[config.mk]
export PLATFORM = sky130hd
export DESIGN_NAME = hex_display
export DESIGN_NICKNAME = d
export VERILOG_FILES = /design/src/verilog/hex_bus_pkg.sv /design/src/verilog/hex_disp_pkg.sv /design/src/verilog/hex_regs.sv /design/src/verilog/hex_blink_timer.sv /design/src/verilog/hex_digit_compose.sv /design/src/verilog/hex_seg_scan.sv /design/src/verilog/hex_display.sv
export SDC_FILE = /design/constraint.sdc
export NUM_CORES = 1
export LEC_CHECK = 0
export ABC_AREA = 1
export BUFFER_PORTS_ARGS = -buffer_cell sky130_fd_sc_hd__buf_2
export CAP_MARGIN = 20
export CORE_ASPECT_RATIO = 0.8
export CORE_UTILIZATION = 57
export CTS_CLUSTER_DIAMETER = 30
export CTS_CLUSTER_SIZE = 12
export DETAILED_ROUTE_END_ITERATION = 7
export PLACE_DENSITY_LB_ADDON = 0.2
export SLEW_MARGIN = 20
export SYNTH_ARGS = -nofsm -noshare
export SYNTH_HDL_FRONTEND = slang
export SYNTH_SLANG_ARGS = --single-unit
export TNS_END_PERCENT = 10
[constraint.sdc]
create_clock -name clk_i -period 3.41 [get_ports clk_i]
set_input_delay 0.341 -clock clk_i [delete_from_list [all_inputs] [get_ports clk_i]]
set_output_delay 0.341 -clock clk_i [all_outputs]
set_load 0.01 [all_outputs]
[src/verilog/hex_bus_pkg.sv]
package hex_bus_pkg;

  // ------------------------------------------------------------
  // Write bus widths
  // ------------------------------------------------------------
  typedef logic [31:0] bus_addr_t;
  typedef logic [31:0] bus_data_t;
  typedef logic [3:0]  bus_be_t;

  // ------------------------------------------------------------
  // Register map
  // ------------------------------------------------------------
  // Address bit that separates the number word from the control word
  localparam int unsigned WORD_NUMBER_BIT = 3;

  // Byte lanes of the control word
  localparam int unsigned LANE_ENABLE = 0; // Low nibble is the digit enable mask
  localparam int unsigned LANE_SELECT = 1; // Blink selection, 0..3 or none
  localparam int unsigned LANE_CLEAR  = 2; // Any nonzero byte clears everything

endpackage

[src/verilog/hex_disp_pkg.sv]
package hex_disp_pkg;

  localparam int unsigned NUM_DIGITS = 4;

  // ------------------------------------------------------------
  // Display-side widths
  // ------------------------------------------------------------
  typedef logic [3:0]            nibble_t;
  typedef logic [15:0]           number_t;     // Digit 0 in the low nibble
  typedef logic [NUM_DIGITS-1:0] digit_mask_t;
  typedef logic [7:0]            select_t;     // Values above 3 mean no blink
  typedef logic [6:0]            seg_t;        // g..a, active low
  typedef logic [NUM_DIGITS-1:0] anode_t;      // Active low
  typedef logic [1:0]            digit_idx_t;

  // ------------------------------------------------------------
  // Block-to-block bundles
  // ------------------------------------------------------------
  typedef struct packed {
    number_t     number;
    digit_mask_t enable;
    select_t     select;
  } disp_cfg_t;

  typedef struct packed {
    number_t     number;
    digit_mask_t lit;   // Digits whose anode may go low this cycle
  } shown_t;

endpackage

[src/verilog/hex_regs.sv]
`timescale 1ns/1ps

module hex_regs (
  input  logic                    clk_i,
  input  logic                    rst_i,

  input  hex_bus_pkg::bus_data_t  wdata_i,
  input  hex_bus_pkg::bus_addr_t  addr_i,
  input  hex_bus_pkg::bus_be_t    be_i,
  input  logic                    we_i,

  output hex_disp_pkg::disp_cfg_t cfg_o
);

  localparam int unsigned LANE_W = 8;
  localparam int unsigned NIB_W  = $bits(hex_disp_pkg::nibble_t);
  localparam int unsigned MASK_W = $bits(hex_disp_pkg::digit_mask_t);

  // Same values after hard reset and after a clear command
  localparam hex_disp_pkg::disp_cfg_t CLEAR_CFG = '{
    number: '0,
    enable: '1,
    select: 8'hFF
  };

  logic                     word_ctrl;
  logic                     wr_number;
  logic                     wr_ctrl;
  logic [LANE_W-1:0]        enable_byte;
  logic [LANE_W-1:0]        select_byte;
  logic [LANE_W-1:0]        clear_byte;
  logic                     clear_req;

  // ------------------------------------------------------------
  // Write decode
  // ------------------------------------------------------------
  assign word_ctrl = addr_i[hex_bus_pkg::WORD_NUMBER_BIT];
  assign wr_number = we_i && !word_ctrl;
  assign wr_ctrl   = we_i && word_ctrl;

  assign enable_byte = wdata_i[hex_bus_pkg::LANE_ENABLE*LANE_W +: LANE_W];
  assign select_byte = wdata_i[hex_bus_pkg::LANE_SELECT*LANE_W +: LANE_W];
  assign clear_byte  = wdata_i[hex_bus_pkg::LANE_CLEAR*LANE_W +: LANE_W];

  assign clear_req = wr_ctrl && be_i[hex_bus_pkg::LANE_CLEAR] && (clear_byte != '0);

  // ------------------------------------------------------------
  // Configuration register
  // ------------------------------------------------------------
  always_ff @(posedge clk_i or posedge rst_i) begin
    if (rst_i) begin
      cfg_o <= CLEAR_CFG;
    end else if (clear_req) begin
      cfg_o <= CLEAR_CFG; // Wins over lanes 0 and 1 of the same write
    end else begin
      // One byte enable per nibble on the number word
      for (int i = 0; i < hex_disp_pkg::NUM_DIGITS; i++) begin
        if (wr_number && be_i[i]) begin
          cfg_o.number[i*NIB_W +: NIB_W] <= wdata_i[i*NIB_W +: NIB_W];
        end
      end

      if (wr_ctrl && be_i[hex_bus_pkg::LANE_ENABLE]) begin
        cfg_o.enable <= enable_byte[MASK_W-1:0];
      end

      if (wr_ctrl && be_i[hex_bus_pkg::LANE_SELECT]) begin
        cfg_o.select <= select_byte;
      end
    end
  end

endmodule

[src/verilog/hex_blink_timer.sv]
`timescale 1ns/1ps

module hex_blink_timer #(
  parameter int unsigned BLINK_HALF = 50_000_000, // Cycles per blink phase, at least 2
  parameter int unsigned SCAN_DIV   = 100_000     // Cycles per scan step, at least 2
) (
  input  logic clk_i,
  input  logic rst_i,

  output logic blink_on_o,
  output logic scan_tick_o
);

  localparam int unsigned BLINK_W = $clog2(BLINK_HALF);
  localparam int unsigned SCAN_W  = $clog2(SCAN_DIV);

  localparam logic [BLINK_W-1:0] BLINK_RELOAD = BLINK_W'(BLINK_HALF - 1);
  localparam logic [SCAN_W-1:0]  SCAN_RELOAD  = SCAN_W'(SCAN_DIV - 1);

  logic [BLINK_W-1:0] blink_cnt;
  logic [SCAN_W-1:0]  scan_cnt;

  // ------------------------------------------------------------
  // Blink phase, toggles every BLINK_HALF cycles
  // ------------------------------------------------------------
  always_ff @(posedge clk_i or posedge rst_i) begin
    if (rst_i) begin
      blink_cnt  <= BLINK_RELOAD;
      blink_on_o <= 1'b1; // Start in the visible phase
    end else if (blink_cnt == '0) begin
      blink_cnt  <= BLINK_RELOAD;
      blink_on_o <= ~blink_on_o;
    end else begin
      blink_cnt  <= blink_cnt - 1'b1;
    end
  end

  // ------------------------------------------------------------
  // Scan tick, one-cycle pulse every SCAN_DIV cycles
  // ------------------------------------------------------------
  always_ff @(posedge clk_i or posedge rst_i) begin
    if (rst_i) begin
      scan_cnt    <= SCAN_RELOAD;
      scan_tick_o <= 1'b0;
    end else begin
      scan_tick_o <= (scan_cnt == '0);
      scan_cnt    <= (scan_cnt == '0) ? SCAN_RELOAD : scan_cnt - 1'b1;
    end
  end

endmodule

[src/verilog/hex_digit_compose.sv]
`timescale 1ns/1ps

module hex_digit_compose (
  input  logic                    clk_i,
  input  logic                    rst_i,

  input  hex_disp_pkg::disp_cfg_t cfg_i,
  input  logic                    blink_on_i,

  output hex_disp_pkg::shown_t    shown_o
);

  hex_disp_pkg::digit_mask_t lit_d;

  // ------------------------------------------------------------
  // Lit mask
  // ------------------------------------------------------------
  // The selected digit follows the blink phase regardless of its enable bit.
  // A selection above 3 matches no digit, so only the enable mask counts.
  always_comb begin
    for (int i = 0; i < hex_disp_pkg::NUM_DIGITS; i++) begin
      if (cfg_i.select == hex_disp_pkg::select_t'(i)) begin
        lit_d[i] = blink_on_i;
      end else begin
        lit_d[i] = cfg_i.enable[i];
      end
    end
  end

  // ------------------------------------------------------------
  // Output register
  // ------------------------------------------------------------
  always_ff @(posedge clk_i or posedge rst_i) begin
    if (rst_i) begin
      shown_o.number <= '0;
      shown_o.lit    <= '1; // All digits on, as after a clear
    end else begin
      shown_o.number <= cfg_i.number; // Kept in step with the lit mask
      shown_o.lit    <= lit_d;
    end
  end

endmodule

[src/verilog/hex_seg_scan.sv]
`timescale 1ns/1ps

module hex_seg_scan (
  input  logic                   clk_i,
  input  logic                   rst_i,

  input  hex_disp_pkg::shown_t   shown_i,
  input  logic                   scan_tick_i,

  output hex_disp_pkg::seg_t     seg_o,
  output hex_disp_pkg::anode_t   an_o
);

  localparam int unsigned NIB_W = $bits(hex_disp_pkg::nibble_t);

  hex_disp_pkg::digit_idx_t idx_q;
  hex_disp_pkg::digit_idx_t idx_next;
  hex_disp_pkg::nibble_t    nib_next;
  hex_disp_pkg::anode_t     an_next;

  // ------------------------------------------------------------
  // Hex to segment decode
  // ------------------------------------------------------------
  function automatic hex_disp_pkg::seg_t seg_decode(input hex_disp_pkg::nibble_t nib);
    case (nib)
      4'h0:    seg_decode = 7'h40;
      4'h1:    seg_decode = 7'h79;
      4'h2:    seg_decode = 7'h24;
      4'h3:    seg_decode = 7'h30;
      4'h4:    seg_decode = 7'h19;
      4'h5:    seg_decode = 7'h12;
      4'h6:    seg_decode = 7'h02;
      4'h7:    seg_decode = 7'h78;
      4'h8:    seg_decode = 7'h00;
      4'h9:    seg_decode = 7'h10;
      4'hA:    seg_decode = 7'h08;
      4'hB:    seg_decode = 7'h03; // Lower case b
      4'hC:    seg_decode = 7'h46;
      4'hD:    seg_decode = 7'h21; // Lower case d
      4'hE:    seg_decode = 7'h06;
      default: seg_decode = 7'h0E;
    endcase
  endfunction

  // ------------------------------------------------------------
  // Next digit
  // ------------------------------------------------------------
  assign idx_next = idx_q + 1'b1; // Wraps after digit 3
  assign nib_next = shown_i.number[int'(idx_next)*NIB_W +: NIB_W];

  // Dark digits keep every anode high
  assign an_next = shown_i.lit[idx_next] ? ~(hex_disp_pkg::anode_t'(1) << idx_next) : '1;

  // ------------------------------------------------------------
  // Scan registers
  // ------------------------------------------------------------
  always_ff @(posedge clk_i or posedge rst_i) begin
    if (rst_i) begin
      idx_q <= '0;
      an_o  <= '1;
      seg_o <= '1;
    end else if (scan_tick_i) begin
      idx_q <= idx_next;
      an_o  <= an_next;
      seg_o <= seg_decode(nib_next);
    end
  end

endmodule

[src/verilog/hex_display.sv]
`timescale 1ns/1ps

module hex_display #(
  parameter int unsigned BLINK_HALF = 50_000_000, // Half blink period at 100 MHz
  parameter int unsigned SCAN_DIV   = 100_000     // 1 ms per digit
) (
  input  logic                   clk_i,
  input  logic                   rst_i,

  input  hex_bus_pkg::bus_data_t wdata_i,
  input  hex_bus_pkg::bus_addr_t addr_i,
  input  hex_bus_pkg::bus_be_t   be_i,
  input  logic                   we_i,

  output hex_disp_pkg::seg_t     seg_o,
  output hex_disp_pkg::anode_t   an_o
);

  hex_disp_pkg::disp_cfg_t cfg;
  hex_disp_pkg::shown_t    shown;
  logic                    blink_on;
  logic                    scan_tick;

  hex_regs i_hex_regs (
    .clk_i   (clk_i),
    .rst_i   (rst_i),
    .wdata_i (wdata_i),
    .addr_i  (addr_i),
    .be_i    (be_i),
    .we_i    (we_i),
    .cfg_o   (cfg)
  );

  hex_blink_timer #(
    .BLINK_HALF (BLINK_HALF),
    .SCAN_DIV   (SCAN_DIV)
  ) i_hex_blink_timer (
    .clk_i       (clk_i),
    .rst_i       (rst_i),
    .blink_on_o  (blink_on),
    .scan_tick_o (scan_tick)
  );

  hex_digit_compose i_hex_digit_compose (
    .clk_i      (clk_i),
    .rst_i      (rst_i),
    .cfg_i      (cfg),
    .blink_on_i (blink_on),
    .shown_o    (shown)
  );

  hex_seg_scan i_hex_seg_scan (
    .clk_i       (clk_i),
    .rst_i       (rst_i),
    .shown_i     (shown),
    .scan_tick_i (scan_tick),
    .seg_o       (seg_o),
    .an_o        (an_o)
  );

endmodule

### Word-level counts from Yosys, hierarchy flattened

Memories as Yosys holds them, arrays and structs flattened. A register that Yosys moved wholly into a read port is not among the register bits.
Index checks and enable logic that the tools add are counted.

| word-level totals | value |
|---|---|
| bits in registers | 99 |
| bits in read-only memories | 112 |
| input bits | 71 |
| word-level logic and storage cells | 63 |
| memories kept | 1 |

| operators by class | value |
|---|---|
| add/subtract/negate cells | 3 |
| order comparisons | 1 |
| equal/unequal tests | 3 |
| shifts and indexed selects | 2 |
| multiplexer cells | 16 |
| bitwise logic cells | 2 |
| reductions and logical operators | 21 |

Memories:

| name | depth | bits a word | rd ports | clocked after memory_dff | wr ports | RTL line | source |
|---|---|---|---|---|---|---|---|
| (name not given) | 16 | 7 | 1 | 1 | 0 | hex_seg_scan.sv:25 | `case (nib)` |

Operator list:

| kind | count |
|---|---|
| $mux 28 | 1 |
| $logic_not 26->1 | 1 |
| $mux 26 | 1 |
| $sub 26x1->26 const B | 1 |
| $mux 4 | 6 |
| $logic_not 17->1 | 1 |
| $mux 17 | 1 |
| $sub 17x1->17 const B | 1 |
| $eq 8x2->1 const B | 2 |
| $shiftx 16x5->4 | 1 |
| $reduce_bool 2->1 | 6 |
| $logic_and 1x1->1 | 10 |
| $eq 8x1->1 const B | 1 |
| $logic_not 8->1 | 1 |
| $mux 8 | 1 |
| $reduce_bool 8->1 | 1 |
| $mux 1 | 5 |
| $not 4->4 | 1 |
| $shl 1x2->4 const A | 1 |
| $lt 2x3->1 const B | 1 |
| $add 2x1->2 const B | 1 |
| $bmux 1 s2 | 1 |
| $logic_not 1->1 | 1 |
| $not 1->1 | 1 |

### Longest topological paths before layout

Gate-level depths: netlist of run 1.

| depth | value |
|---|---|
| depth in word-level cells | 5 |
| gate-level depth with buffers | 14 |

### Hierarchy

A second synthesis of run 1 with hierarchy kept.

| second synthesis, totals | value |
|---|---|
| cell total of the unflattened synthesis | 720 |
| area total of the unflattened synthesis | 5651.7 um^2 |

Modules (own cells, without submodules):

| module | times used | cells each | area each (um^2) | sequential area each (um^2) |
|---|---|---|---|---|
| hex_blink_timer | 1 | 343 | 2590.0 | 1162.4 |
| hex_regs | 1 | 181 | 1380.1 | 715.7 |
| hex_seg_scan | 1 | 141 | 1039.7 | 339.1 |
| hex_digit_compose | 1 | 55 | 641.9 | 505.5 |

### Worst setup path before layout of run 1

No wires, ideal clock.

| timing path | value |
|---|---|
| path type | reg2reg |
| from | register i_hex_seg_scan.idx_q[0] |
| to | register i_hex_seg_scan.seg_o[3] |
| library setup time | 0.076 ns |
| arrival time | 1.945 ns |
| path slack | 1.389 ns |
| cell stages (with the launch flop) | 15 |
| buffers on the path | 1 |
| clock period less this slack | 2.021 ns |
| path through | dfrtp_1 -> inv_2 -> buf_6 -> ha_1 -> inv_2 -> nand3_1 -> nand2_1 -> inv_1 -> ha_1 -> nand3_1 -> nand2_1 -> nand2_1 -> nand2_1 -> nand2_1 -> nand2_1 |

| between the ends | value |
|---|---|
| longest elaborated chain between the ends | 2 |

Ends and longest elaborated chain:

| element | RTL line | source |
|---|---|---|
| start: declaration | hex_seg_scan.sv:16 | `hex_disp_pkg::digit_idx_t idx_q;` |
| start signal: assignment | hex_seg_scan.sv:63 | `idx_q <= idx_next;` |
| $add 2x1->2 | hex_seg_scan.sv:48 | `assign idx_next = idx_q + 1'b1;` |
| named net i_hex_seg_scan.idx_next[0] | hex_seg_scan.sv:17 | `hex_disp_pkg::digit_idx_t idx_next;` |
| $shiftx 16x5->4 | hex_seg_scan.sv:49 | `assign nib_next = shown_i.number[int'(idx_next)*NIB_W +: NIB_W];` |
| end: declaration | hex_seg_scan.sv:10 | `output hex_disp_pkg::seg_t seg_o,` |

The timed path passes the listed nets, and every way through them passes these cells.
A chain may end at the register's enable or synchronous reset.

### Final worst setup path of run 1

| timing path | value |
|---|---|
| from | register i_hex_seg_scan.idx_q[0] |
| to | register i_hex_seg_scan.seg_o[5] |

Same word-level chain as after synthesis.

==> impl_metrics.xml, run 1 <==
<?xml version="1.0" encoding="UTF-8"?>
<metrics>
  <group name="timing">
    <metric name="timing.clock.skew" unit="ns">0.01069</metric>
    <metric name="fin_ws" unit="ns">0.7795</metric>
    <metric name="whs" unit="ns">0.1414</metric>
    <metric name="setup_tns_final" unit="ns">0</metric>
    <metric name="finalCriticalPeriod" unit="ns">2.631</metric>
    <metric name="final_min_period_over_clock_period" unit="%">77.14</metric>
    <metric name="setup_viol" unit="">0</metric>
    <metric name="max_freq" unit="GHz">0.3801</metric>
    <metric name="final_hold_violation_count" unit="">0</metric>
    <metric name="rsz0062_at_grt" unit="">no</metric>
    <metric name="relSlewSlack" unit="%">47.91</metric>
    <metric name="transition_time_at_the_pin_with_the_least_slew_margin" unit="ns">0.7813</metric>
    <metric name="drv_slew" unit="">0</metric>
  </group>
  <group name="global_route">
    <metric name="global_route.usage.total" unit="%">24.25</metric>
    <metric name="vias_in_the_first_global_route" unit="">4035</metric>
    <metric name="first_pass_grt_wire_length" unit="µm">17950</metric>
    <metric name="globalRoute.totalOverflow" unit="">0</metric>
    <metric name="pin_count_of_the_biggest_net_entering_global_routing" unit="">92</metric>
    <metric name="antenna_found_initial" unit="">0</metric>
  </group>
  <group name="yosys">
    <metric name="synth_flop_cell" unit="">dfstp_2</metric>
    <metric name="synth_top_cells_by_count" unit="">nand2_1 (204), nor2_1 (70), dfstp_2 (56), nand3_1 (56), dfrtp_1 (50)</metric>
    <metric name="synthMostInstantiatedCell" unit="">nand2_1</metric>
    <metric name="synth-seq-area-share" unit="%">51.64</metric>
    <metric name="postSynthNetCount" unit="">706</metric>
    <metric name="yosysTopAreaCellShare" unit="%">27.91</metric>
    <metric name="ys_warn_count" unit="">0</metric>
    <metric name="synth.avg_cell_area" unit="µm²">8.490</metric>
    <metric name="synth-seq-cells" unit="">106</metric>
    <metric name="synth-edff-count" unit="">0</metric>
    <metric name="synth_cell_types" unit="">35</metric>
    <metric name="synth_cells" unit="">621</metric>
    <metric name="ys_async_sr_fraction" unit="%">100.0</metric>
    <metric name="ranking_of_synthesized_cells_by_area" unit="">dfstp_2 (28%), dfrtp_1 (24%), nand2_1 (15%)</metric>
    <metric name="synth_top_area_cell" unit="">dfstp_2</metric>
    <metric name="mappedNetlistArea" unit="mm²">0.005273</metric>
  </group>
  <group name="die">
    <metric name="die_w" unit="µm">109.5</metric>
    <metric name="initial_standard_cell_utilization_of_the_core" unit="%">60.55</metric>
    <metric name="coreArea" unit="mm²">0.008708</metric>
    <metric name="die-area" unit="mm²">0.009641</metric>
    <metric name="num_io_pins" unit="">82</metric>
    <metric name="fp.dieH" unit="µm">88.03</metric>
    <metric name="std_cell_rows" unit="">30</metric>
  </group>
  <group name="critical_path">
    <metric name="reg_to_reg_slack_setup" unit="ns">0.78</metric>
    <metric name="crit_arrival" unit="ns">2.92</metric>
    <metric name="critical_path.endpoint" unit="">i_hex_seg_scan.seg_o[5]$_DFFE_PP1P_</metric>
    <metric name="crit_path_cell_trace" unit="">inv_2 &gt; ha_1 &gt; inv_2 &gt; nand3_1 &gt; nand2_1 &gt; inv_1 &gt; ha_1 &gt; nand3_1 &gt; a21oi_1 &gt; o21ai_1 &gt; nand2_1</metric>
    <metric name="rr_worst_depth" unit="">11</metric>
    <metric name="crit_family" unit="">adder cells</metric>
    <metric name="regToRegEndpoint" unit="">i_hex_seg_scan.seg_o[5]$_DFFE_PP1P_</metric>
    <metric name="cp-end-kind" unit="">flop</metric>
    <metric name="r2r-start" unit="">i_hex_seg_scan.idx_q[0]$_DFFE_PP0P_</metric>
    <metric name="cp_num_cells" unit="">11</metric>
    <metric name="crit_path_max_incr_delay" unit="ns">0.64</metric>
    <metric name="worst_ep_required_time" unit="ns">3.70</metric>
    <metric name="critPathLaunchType" unit="">flop</metric>
    <metric name="critPathBufInv" unit="">3</metric>
    <metric name="cp-startpoint" unit="">i_hex_seg_scan.idx_q[0]$_DFFE_PP0P_</metric>
    <metric name="crit_path_max_fanout" unit="">14</metric>
    <metric name="critPathSlowestCell" unit="">dfrtp_1</metric>
    <metric name="crit_type" unit="">reg -&gt; reg</metric>
  </group>
  <group name="clocking">
    <metric name="numClockSinks" unit="">106</metric>
    <metric name="worstSkewPairLatency" unit="ns">0.35</metric>
    <metric name="h_tree_levels" unit="">3</metric>
    <metric name="post_cts_resize_count" unit="">0</metric>
    <metric name="postCtsSetupRepairBufs" unit="">0</metric>
    <metric name="clock_path_buffers" unit="">2</metric>
    <metric name="cts.reportedPaths.clkPinSlew" unit="ns">0.07</metric>
    <metric name="cts-root-buf" unit="">clkbuf_16</metric>
    <metric name="ctsHoldBuffers" unit="">0</metric>
    <metric name="numCtsBuffers" unit="">9</metric>
    <metric name="tritoncts" unit="">yes</metric>
  </group>
  <group name="placed_design">
    <metric name="dpl.hpwl" unit="µm">7350</metric>
    <metric name="gpl.final_weighted_congestion" unit="">0.9005</metric>
    <metric name="placement.setup.worst_slack" unit="ns">0.7905</metric>
    <metric name="dpl-instance-area" unit="mm²">0.005589</metric>
    <metric name="numPortBuffers" unit="">42</metric>
  </group>
  <group name="layout">
    <metric name="fill_cells" unit="">698</metric>
    <metric name="final_design_area_no_fill" unit="mm²">0.005899</metric>
    <metric name="sequential_cell_area" unit="mm²">0.002723</metric>
    <metric name="multiInputGateArea" unit="mm²">0.002311</metric>
    <metric name="num-nets-final" unit="">754</metric>
    <metric name="diodes" unit="">0</metric>
    <metric name="post_route_cells_drive_above_1_share" unit="%">24.04</metric>
    <metric name="syn2layout_area_growth" unit="%">11.89</metric>
  </group>
  <group name="routing">
    <metric name="via_count" unit="">4089</metric>
    <metric name="route.antenna.remaining_nets" unit="">0</metric>
    <metric name="wire_per_inst" unit="µm">13.09</metric>
    <metric name="drt_first_iter_violations" unit="">317</metric>
    <metric name="drt-pass1-iter-count" unit="">4</metric>
    <metric name="dr_vias_cell" unit="">5.202</metric>
    <metric name="route.final.wire_length" unit="µm">10290</metric>
    <metric name="drt_drc_violations_left" unit="">0</metric>
  </group>
  <group name="power">
    <metric name="total_power" unit="W">0.002699</metric>
    <metric name="ir_worst_vdd" unit="mV">0.2887</metric>
    <metric name="p_leak" unit="nW">3.003</metric>
    <metric name="power_density" unit="mW/mm²">457.5</metric>
  </group>
  <group name="hold_path">
    <metric name="timing.hold.worst.class" unit="">in -&gt; async</metric>
  </group>
  <group name="run_status">
    <metric name="result_of_the_run" unit="">finished, final reports clean</metric>
  </group>
  <group name="job">
    <metric name="timing.max_cap.violations" unit="">0</metric>
  </group>
</metrics>
-- worst reg2reg max path, delay by kind of cell (launching register included) --
kind / cells / cell delay, ns
DFF: 1 / 0.64
adders and majority gates: 2 / 0.75
buffers and inverters: 3 / 0.50
and+or+nand+nor: 4 / 0.46
AOI/OAI and AO/OA: 2 / 0.22
-- where the power goes --
part	total, W	switching, W	internal (W)	leakage [nW]
logic	0.000218	0.000142	0.0000763	1.61
clock network	0.00107	0.000484	0.000584	0.150
registers	0.00141	0.0000436	0.00137	1.24
-- cells in the final DEF (no fill, tap or decap), types with 9 or more instances in the layout --
| cell type | count |
|---|---|
| a21oi_1 | 20 |
| buf_2 | 42 |
| clkbuf_16 | 9 |
| dfrtp_1 | 50 |
| dfstp_2 | 56 |
| ha_1 | 14 |
| inv_1 | 46 |
| nand2_1 | 204 |
| nand3_1 | 56 |
| nor2_1 | 70 |
| nor2_2 | 12 |
| o21ai_0 | 10 |
| xor2_1 | 9 |
-- state kept, by name (all words and copies together) (netlist names) --
register / count
i_hex_digit_compose.shown_o: 20
i_hex_blink_timer.blink_on_o: 1
i_hex_seg_scan.seg_o: 7
i_hex_blink_timer.blink_cnt: 26
i_hex_seg_scan.idx_q: 2
i_hex_blink_timer.scan_cnt: 17
i_hex_blink_timer.scan_tick_o: 1
i_hex_seg_scan.an_o: 4
i_hex_regs.cfg_o: 28
-- worst min-delay path by stage --
stage | end | slack [ns] | cells past startpoint
finish | i_hex_blink_timer.scan_cnt[11]$_DFF_PP0_ | 0.14 | 2
global route | i_hex_blink_timer.scan_cnt[6]$_DFF_PP0_ | 0.20 | 2
detailed placement | i_hex_digit_compose.shown_o[8]$_DFF_PP0_ | 0.37 | 0
floorplan | i_hex_digit_compose.shown_o[10]$_DFF_PP0_ | 0.35 | 0
CTS | i_hex_regs.cfg_o[16]$_DFFE_PP0P_ | 0.18 | 3
global placement | i_hex_digit_compose.shown_o[15]$_DFF_PP0_ | 0.36 | 0
-- final cells by class --
| cell class | count | share of cell area, % |
|---|---|---|
| multi-input cells | 457 | 39.17 |
| repair buffers | 43 | 3.690 |
| clock inverters | 7 | 1.400 |
| well taps | 112 | 2.375 |
| clock buffers | 9 | 3.818 |
| flip-flops and latches | 106 | 46.15 |
| inverters | 52 | 3.393 |
-- per-stage QoR --
step | util, % | std cells
after floorplan | - | 621
after global placement | 64.18 | 770
after detailed placement | 64.18 | 770
after CTS | 67.72 | 786
after global routing | 67.74 | 786
final | 67.74 | 786
-- kinds of logic (layout without fill, tap and decap cells) --
kind of cell    count (synthesis)  in the layout  synth area share (%)
compound gates                 35             35                 3.417
xor+xnor                       16             16                 2.800
fa+ha+maj                      14             14                 3.322
buf+inv                        58            111                 4.533
flops                         106            106                 51.64
simple gates                  392            392                 34.29
-- per-layer routing --
metal	GRT usage (%)	vias to the layer above	part of all wire (%)
met5	0	-	0
met4	7.273	0	0.33
met3	4.688	2	3.5
met2	40.94	76	48
met1	31.96	1947	48
li1	-	2064	-
(Power assumes the default switching activity.)
==> inputs of run 2 (changes only) <==
Clock period 3.41 ns to 2.5 ns, I/O delays scaled along.
==> run 2 against run 1 <==
Net effect:
- register-to-register slack worse by 0.57 ns
- worst hold slack worse by 0.033 ns
- sequential share of layout area is 0.34 points lower
- critical path depth is 2 higher
- largest power group unchanged
- largest cell class unchanged
==> impl_metrics.xml, run 2 (synthesis results as in run 1) <==
<?xml version="1.0" encoding="UTF-8"?>
<metrics>
  <group name="clocking">
    <metric name="numClockSinks" unit="">106</metric>
    <metric name="tritoncts" unit="">yes</metric>
    <metric name="numCtsBuffers" unit="">9</metric>
    <metric name="h_tree_levels" unit="">3</metric>
    <metric name="cts-root-buf" unit="">clkbuf_16</metric>
    <metric name="worstSkewPairLatency" unit="ns">0.35</metric>
    <metric name="clock_path_buffers" unit="">2</metric>
    <metric name="cts.reportedPaths.clkPinSlew" unit="ns">0.07</metric>
  </group>
  <group name="critical_path">
    <metric name="critPathLaunchType" unit="">flop</metric>
    <metric name="regToRegEndpoint" unit="">i_hex_seg_scan.seg_o[3]$_DFFE_PP1P_</metric>
    <metric name="crit_type" unit="">reg -&gt; reg</metric>
    <metric name="r2r-start" unit="">i_hex_seg_scan.idx_q[0]$_DFFE_PP0P_</metric>
    <metric name="crit_arrival" unit="ns">2.57</metric>
    <metric name="crit_path_max_fanout" unit="">12</metric>
    <metric name="rr_worst_depth" unit="">13</metric>
    <metric name="worst_ep_required_time" unit="ns">2.78</metric>
    <metric name="cp-end-kind" unit="">flop</metric>
    <metric name="reg_to_reg_slack_setup" unit="ns">0.21</metric>
  </group>
  <group name="placed_design">
    <metric name="dpl.hpwl" unit="µm">7421</metric>
    <metric name="numPortBuffers" unit="">42</metric>
    <metric name="gpl.final_weighted_congestion" unit="">0.8608</metric>
    <metric name="placedCellCount" unit="">774</metric>
  </group>
  <group name="routing">
    <metric name="route.final.wire_length" unit="µm">10260</metric>
    <metric name="wire_per_inst" unit="µm">12.97</metric>
    <metric name="via_count" unit="">4077</metric>
    <metric name="drt-pass1-iter-count" unit="">4</metric>
    <metric name="drt_drc_violations_left" unit="">0</metric>
    <metric name="drt_first_iter_violations" unit="">230</metric>
    <metric name="route.antenna.remaining_nets" unit="">0</metric>
    <metric name="dr_vias_cell" unit="">5.154</metric>
  </group>
  <group name="die">
    <metric name="num_io_pins" unit="">82</metric>
    <metric name="initial_standard_cell_utilization_of_the_core" unit="%">60.55</metric>
    <metric name="die-area" unit="mm²">0.009641</metric>
    <metric name="fp.dieH" unit="µm">88.03</metric>
    <metric name="std_cell_rows" unit="">30</metric>
    <metric name="coreArea" unit="mm²">0.008708</metric>
    <metric name="die_w" unit="µm">109.5</metric>
  </group>
  <group name="timing">
    <metric name="timing.clock.skew" unit="ns">0.005787</metric>
    <metric name="relSlewSlack" unit="%">66.27</metric>
    <metric name="final_min_period_over_clock_period" unit="%">91.71</metric>
    <metric name="rsz0062_at_grt" unit="">no</metric>
    <metric name="final_hold_violation_count" unit="">0</metric>
    <metric name="finalCriticalPeriod" unit="ns">2.293</metric>
    <metric name="drv_slew" unit="">0</metric>
    <metric name="max_freq" unit="GHz">0.4362</metric>
    <metric name="setup_tns_final" unit="ns">0</metric>
    <metric name="setup_viol" unit="">0</metric>
    <metric name="transition_time_at_the_pin_with_the_least_slew_margin" unit="ns">0.5049</metric>
  </group>
  <group name="hold_path">
    <metric name="worstHoldEndpoint" unit="">i_hex_regs.cfg_o[16]$_DFFE_PP0P_</metric>
    <metric name="timing.hold.worst.class" unit="">in -&gt; reg</metric>
    <metric name="min_path_cells" unit="">3</metric>
    <metric name="holdCritStartpoint" unit="">wdata_i[4]</metric>
  </group>
  <group name="layout">
    <metric name="num-nets-final" unit="">759</metric>
    <metric name="post_route_cells_drive_above_1_share" unit="%">24.45</metric>
    <metric name="final_common_cell" unit="">nand2_1</metric>
    <metric name="diodes" unit="">0</metric>
    <metric name="instances_no_fill" unit="">791</metric>
    <metric name="syn2layout_area_growth" unit="%">12.72</metric>
    <metric name="mostFrequentLayoutCells" unit="">nand2_1 (204), nor2_1 (70), nand3_1 (56), dfstp_2 (56), dfrtp_1 (50)</metric>
    <metric name="top_register" unit="">i_hex_regs.cfg_o</metric>
    <metric name="reg_top3" unit="">i_hex_regs.cfg_o (28), i_hex_blink_timer.blink_cnt (26), i_hex_digit_compose.shown_o (20)</metric>
    <metric name="largest_reg_flops" unit="">28</metric>
  </group>
  <group name="global_route">
    <metric name="first_pass_grt_wire_length" unit="µm">17720</metric>
    <metric name="globalRoute.totalOverflow" unit="">0</metric>
    <metric name="global_route.usage.total" unit="%">23.99</metric>
    <metric name="antenna_found_initial" unit="">0</metric>
    <metric name="pin_count_of_the_biggest_net_entering_global_routing" unit="">48</metric>
    <metric name="vias_in_the_first_global_route" unit="">3916</metric>
  </group>
  <group name="power">
    <metric name="power.share.sequential" unit="%">52.7</metric>
    <metric name="power.internal" unit="W">0.002760</metric>
    <metric name="clock_power_share" unit="%">39.0</metric>
    <metric name="combinational_share_of_power" unit="%">8.4</metric>
    <metric name="total_power" unit="W">0.003656</metric>
    <metric name="ir_worst_vdd" unit="mV">0.5356</metric>
    <metric name="p_leak" unit="nW">3.015</metric>
    <metric name="switching_share" unit="%">24.51</metric>
    <metric name="power_density" unit="mW/mm²">615.2</metric>
    <metric name="power.net_switching" unit="W">0.0008963</metric>
  </group>
  <group name="run_status">
    <metric name="result_of_the_run" unit="">finished, final reports clean</metric>
  </group>
  <group name="job">
    <metric name="timing.max_cap.violations" unit="">0</metric>
  </group>
</metrics>
==> run 2: how the worst max path moves through the flow <==
stage | startpoint | end | slack (ns) | cells after the start
final | i_hex_seg_scan.idx_q[0]$_DFFE_PP0P_ | i_hex_seg_scan.seg_o[3]$_DFFE_PP1P_ | 0.21 | 13
after detailed placement | i_hex_seg_scan.idx_q[0]$_DFFE_PP0P_ | i_hex_seg_scan.seg_o[3]$_DFFE_PP1P_ | 0.26 | 13
after floorplan | i_hex_seg_scan.idx_q[0]$_DFFE_PP0P_ | i_hex_seg_scan.seg_o[3]$_DFFE_PP1P_ | 0.48 | 14
after global placement | i_hex_seg_scan.idx_q[0]$_DFFE_PP0P_ | i_hex_seg_scan.seg_o[3]$_DFFE_PP1P_ | 0.40 | 13
after CTS | i_hex_seg_scan.idx_q[0]$_DFFE_PP0P_ | i_hex_seg_scan.seg_o[3]$_DFFE_PP1P_ | 0.22 | 13
after global routing | i_hex_seg_scan.idx_q[0]$_DFFE_PP0P_ | i_hex_seg_scan.seg_o[3]$_DFFE_PP1P_ | 0.02 | 13
==> run 2: layout make-up <==
cell class	instances	area, µm²
Fill cell	683	2765
Sequential cell	106	2723
Multi-Input combinational cell	457	2311
Timing Repair Buffer	48	270.3
Clock buffer	9	225.2
Inverter	52	198.9
Tap cell	112	140.1
Clock inverter	7	75.07
==> run 2: critical path: stages (launching register included) <==
cell,delay (ns)
dfrtp_1,0.39
inv_2,0.18
ha_1,0.37
inv_2,0.16
nand3_1,0.09
nand2_1,0.20
inv_1,0.14
ha_1,0.24
nand3_1,0.14
nand2_1,0.08
nand2_1,0.08
nand2_1,0.05
nand2_1,0.05
nand2_1,0.05
==> run 2: through the flow <==
step           utilization (%)  hold slack, ns  cell area [µm²]  setup slack (ns)
3_3_place_gp             64.68          0.3073             5633            0.3964
2_1_floorplan                -          0.3540             5276            0.4792
6_report                 68.25          0.1083             5943            0.2073
5_1_grt                  68.25          0.1197             5943           0.02242
3_5_place_dp             64.68          0.3144             5633            0.2601
4_1_cts                  68.25         0.09818             5943            0.2231
==> run 2: per-layer routing <==
| metal | track usage [%] | part of all wire, % | up-vias |
|---|---|---|---|
| met5 | 0 | 0 | - |
| met4 | 7.636 | 1.4 | 0 |
| met3 | 6.027 | 3.3 | 13 |
| met2 | 38.82 | 47 | 65 |
| met1 | 31.96 | 49 | 1918 |
| li1 | - | - | 2081 |
==> run 2: power groups by stage <==
| stage | combinational [W] | sequential (W) | clock, W |
|---|---|---|---|
| CTS | 0.000310 | 0.00193 | 0.00147 |
| floorplan | 0.000207 | 0.00194 | 0 |
| global placement | 0.000291 | 0.00195 | 0 |
| detailed placement | 0.000305 | 0.00195 | 0 |
| global route | 0.000355 | 0.00194 | 0.00153 |
| finish | 0.000306 | 0.00193 | 0.00142 |
==> run 2: repair_timing <==
action	in CTS	in global routing
setup buffers	0	0
hold endpoints to repair	7	0
resized for setup	0	0
hold buffers	1	0
endpoints found under the setup margin	0	0
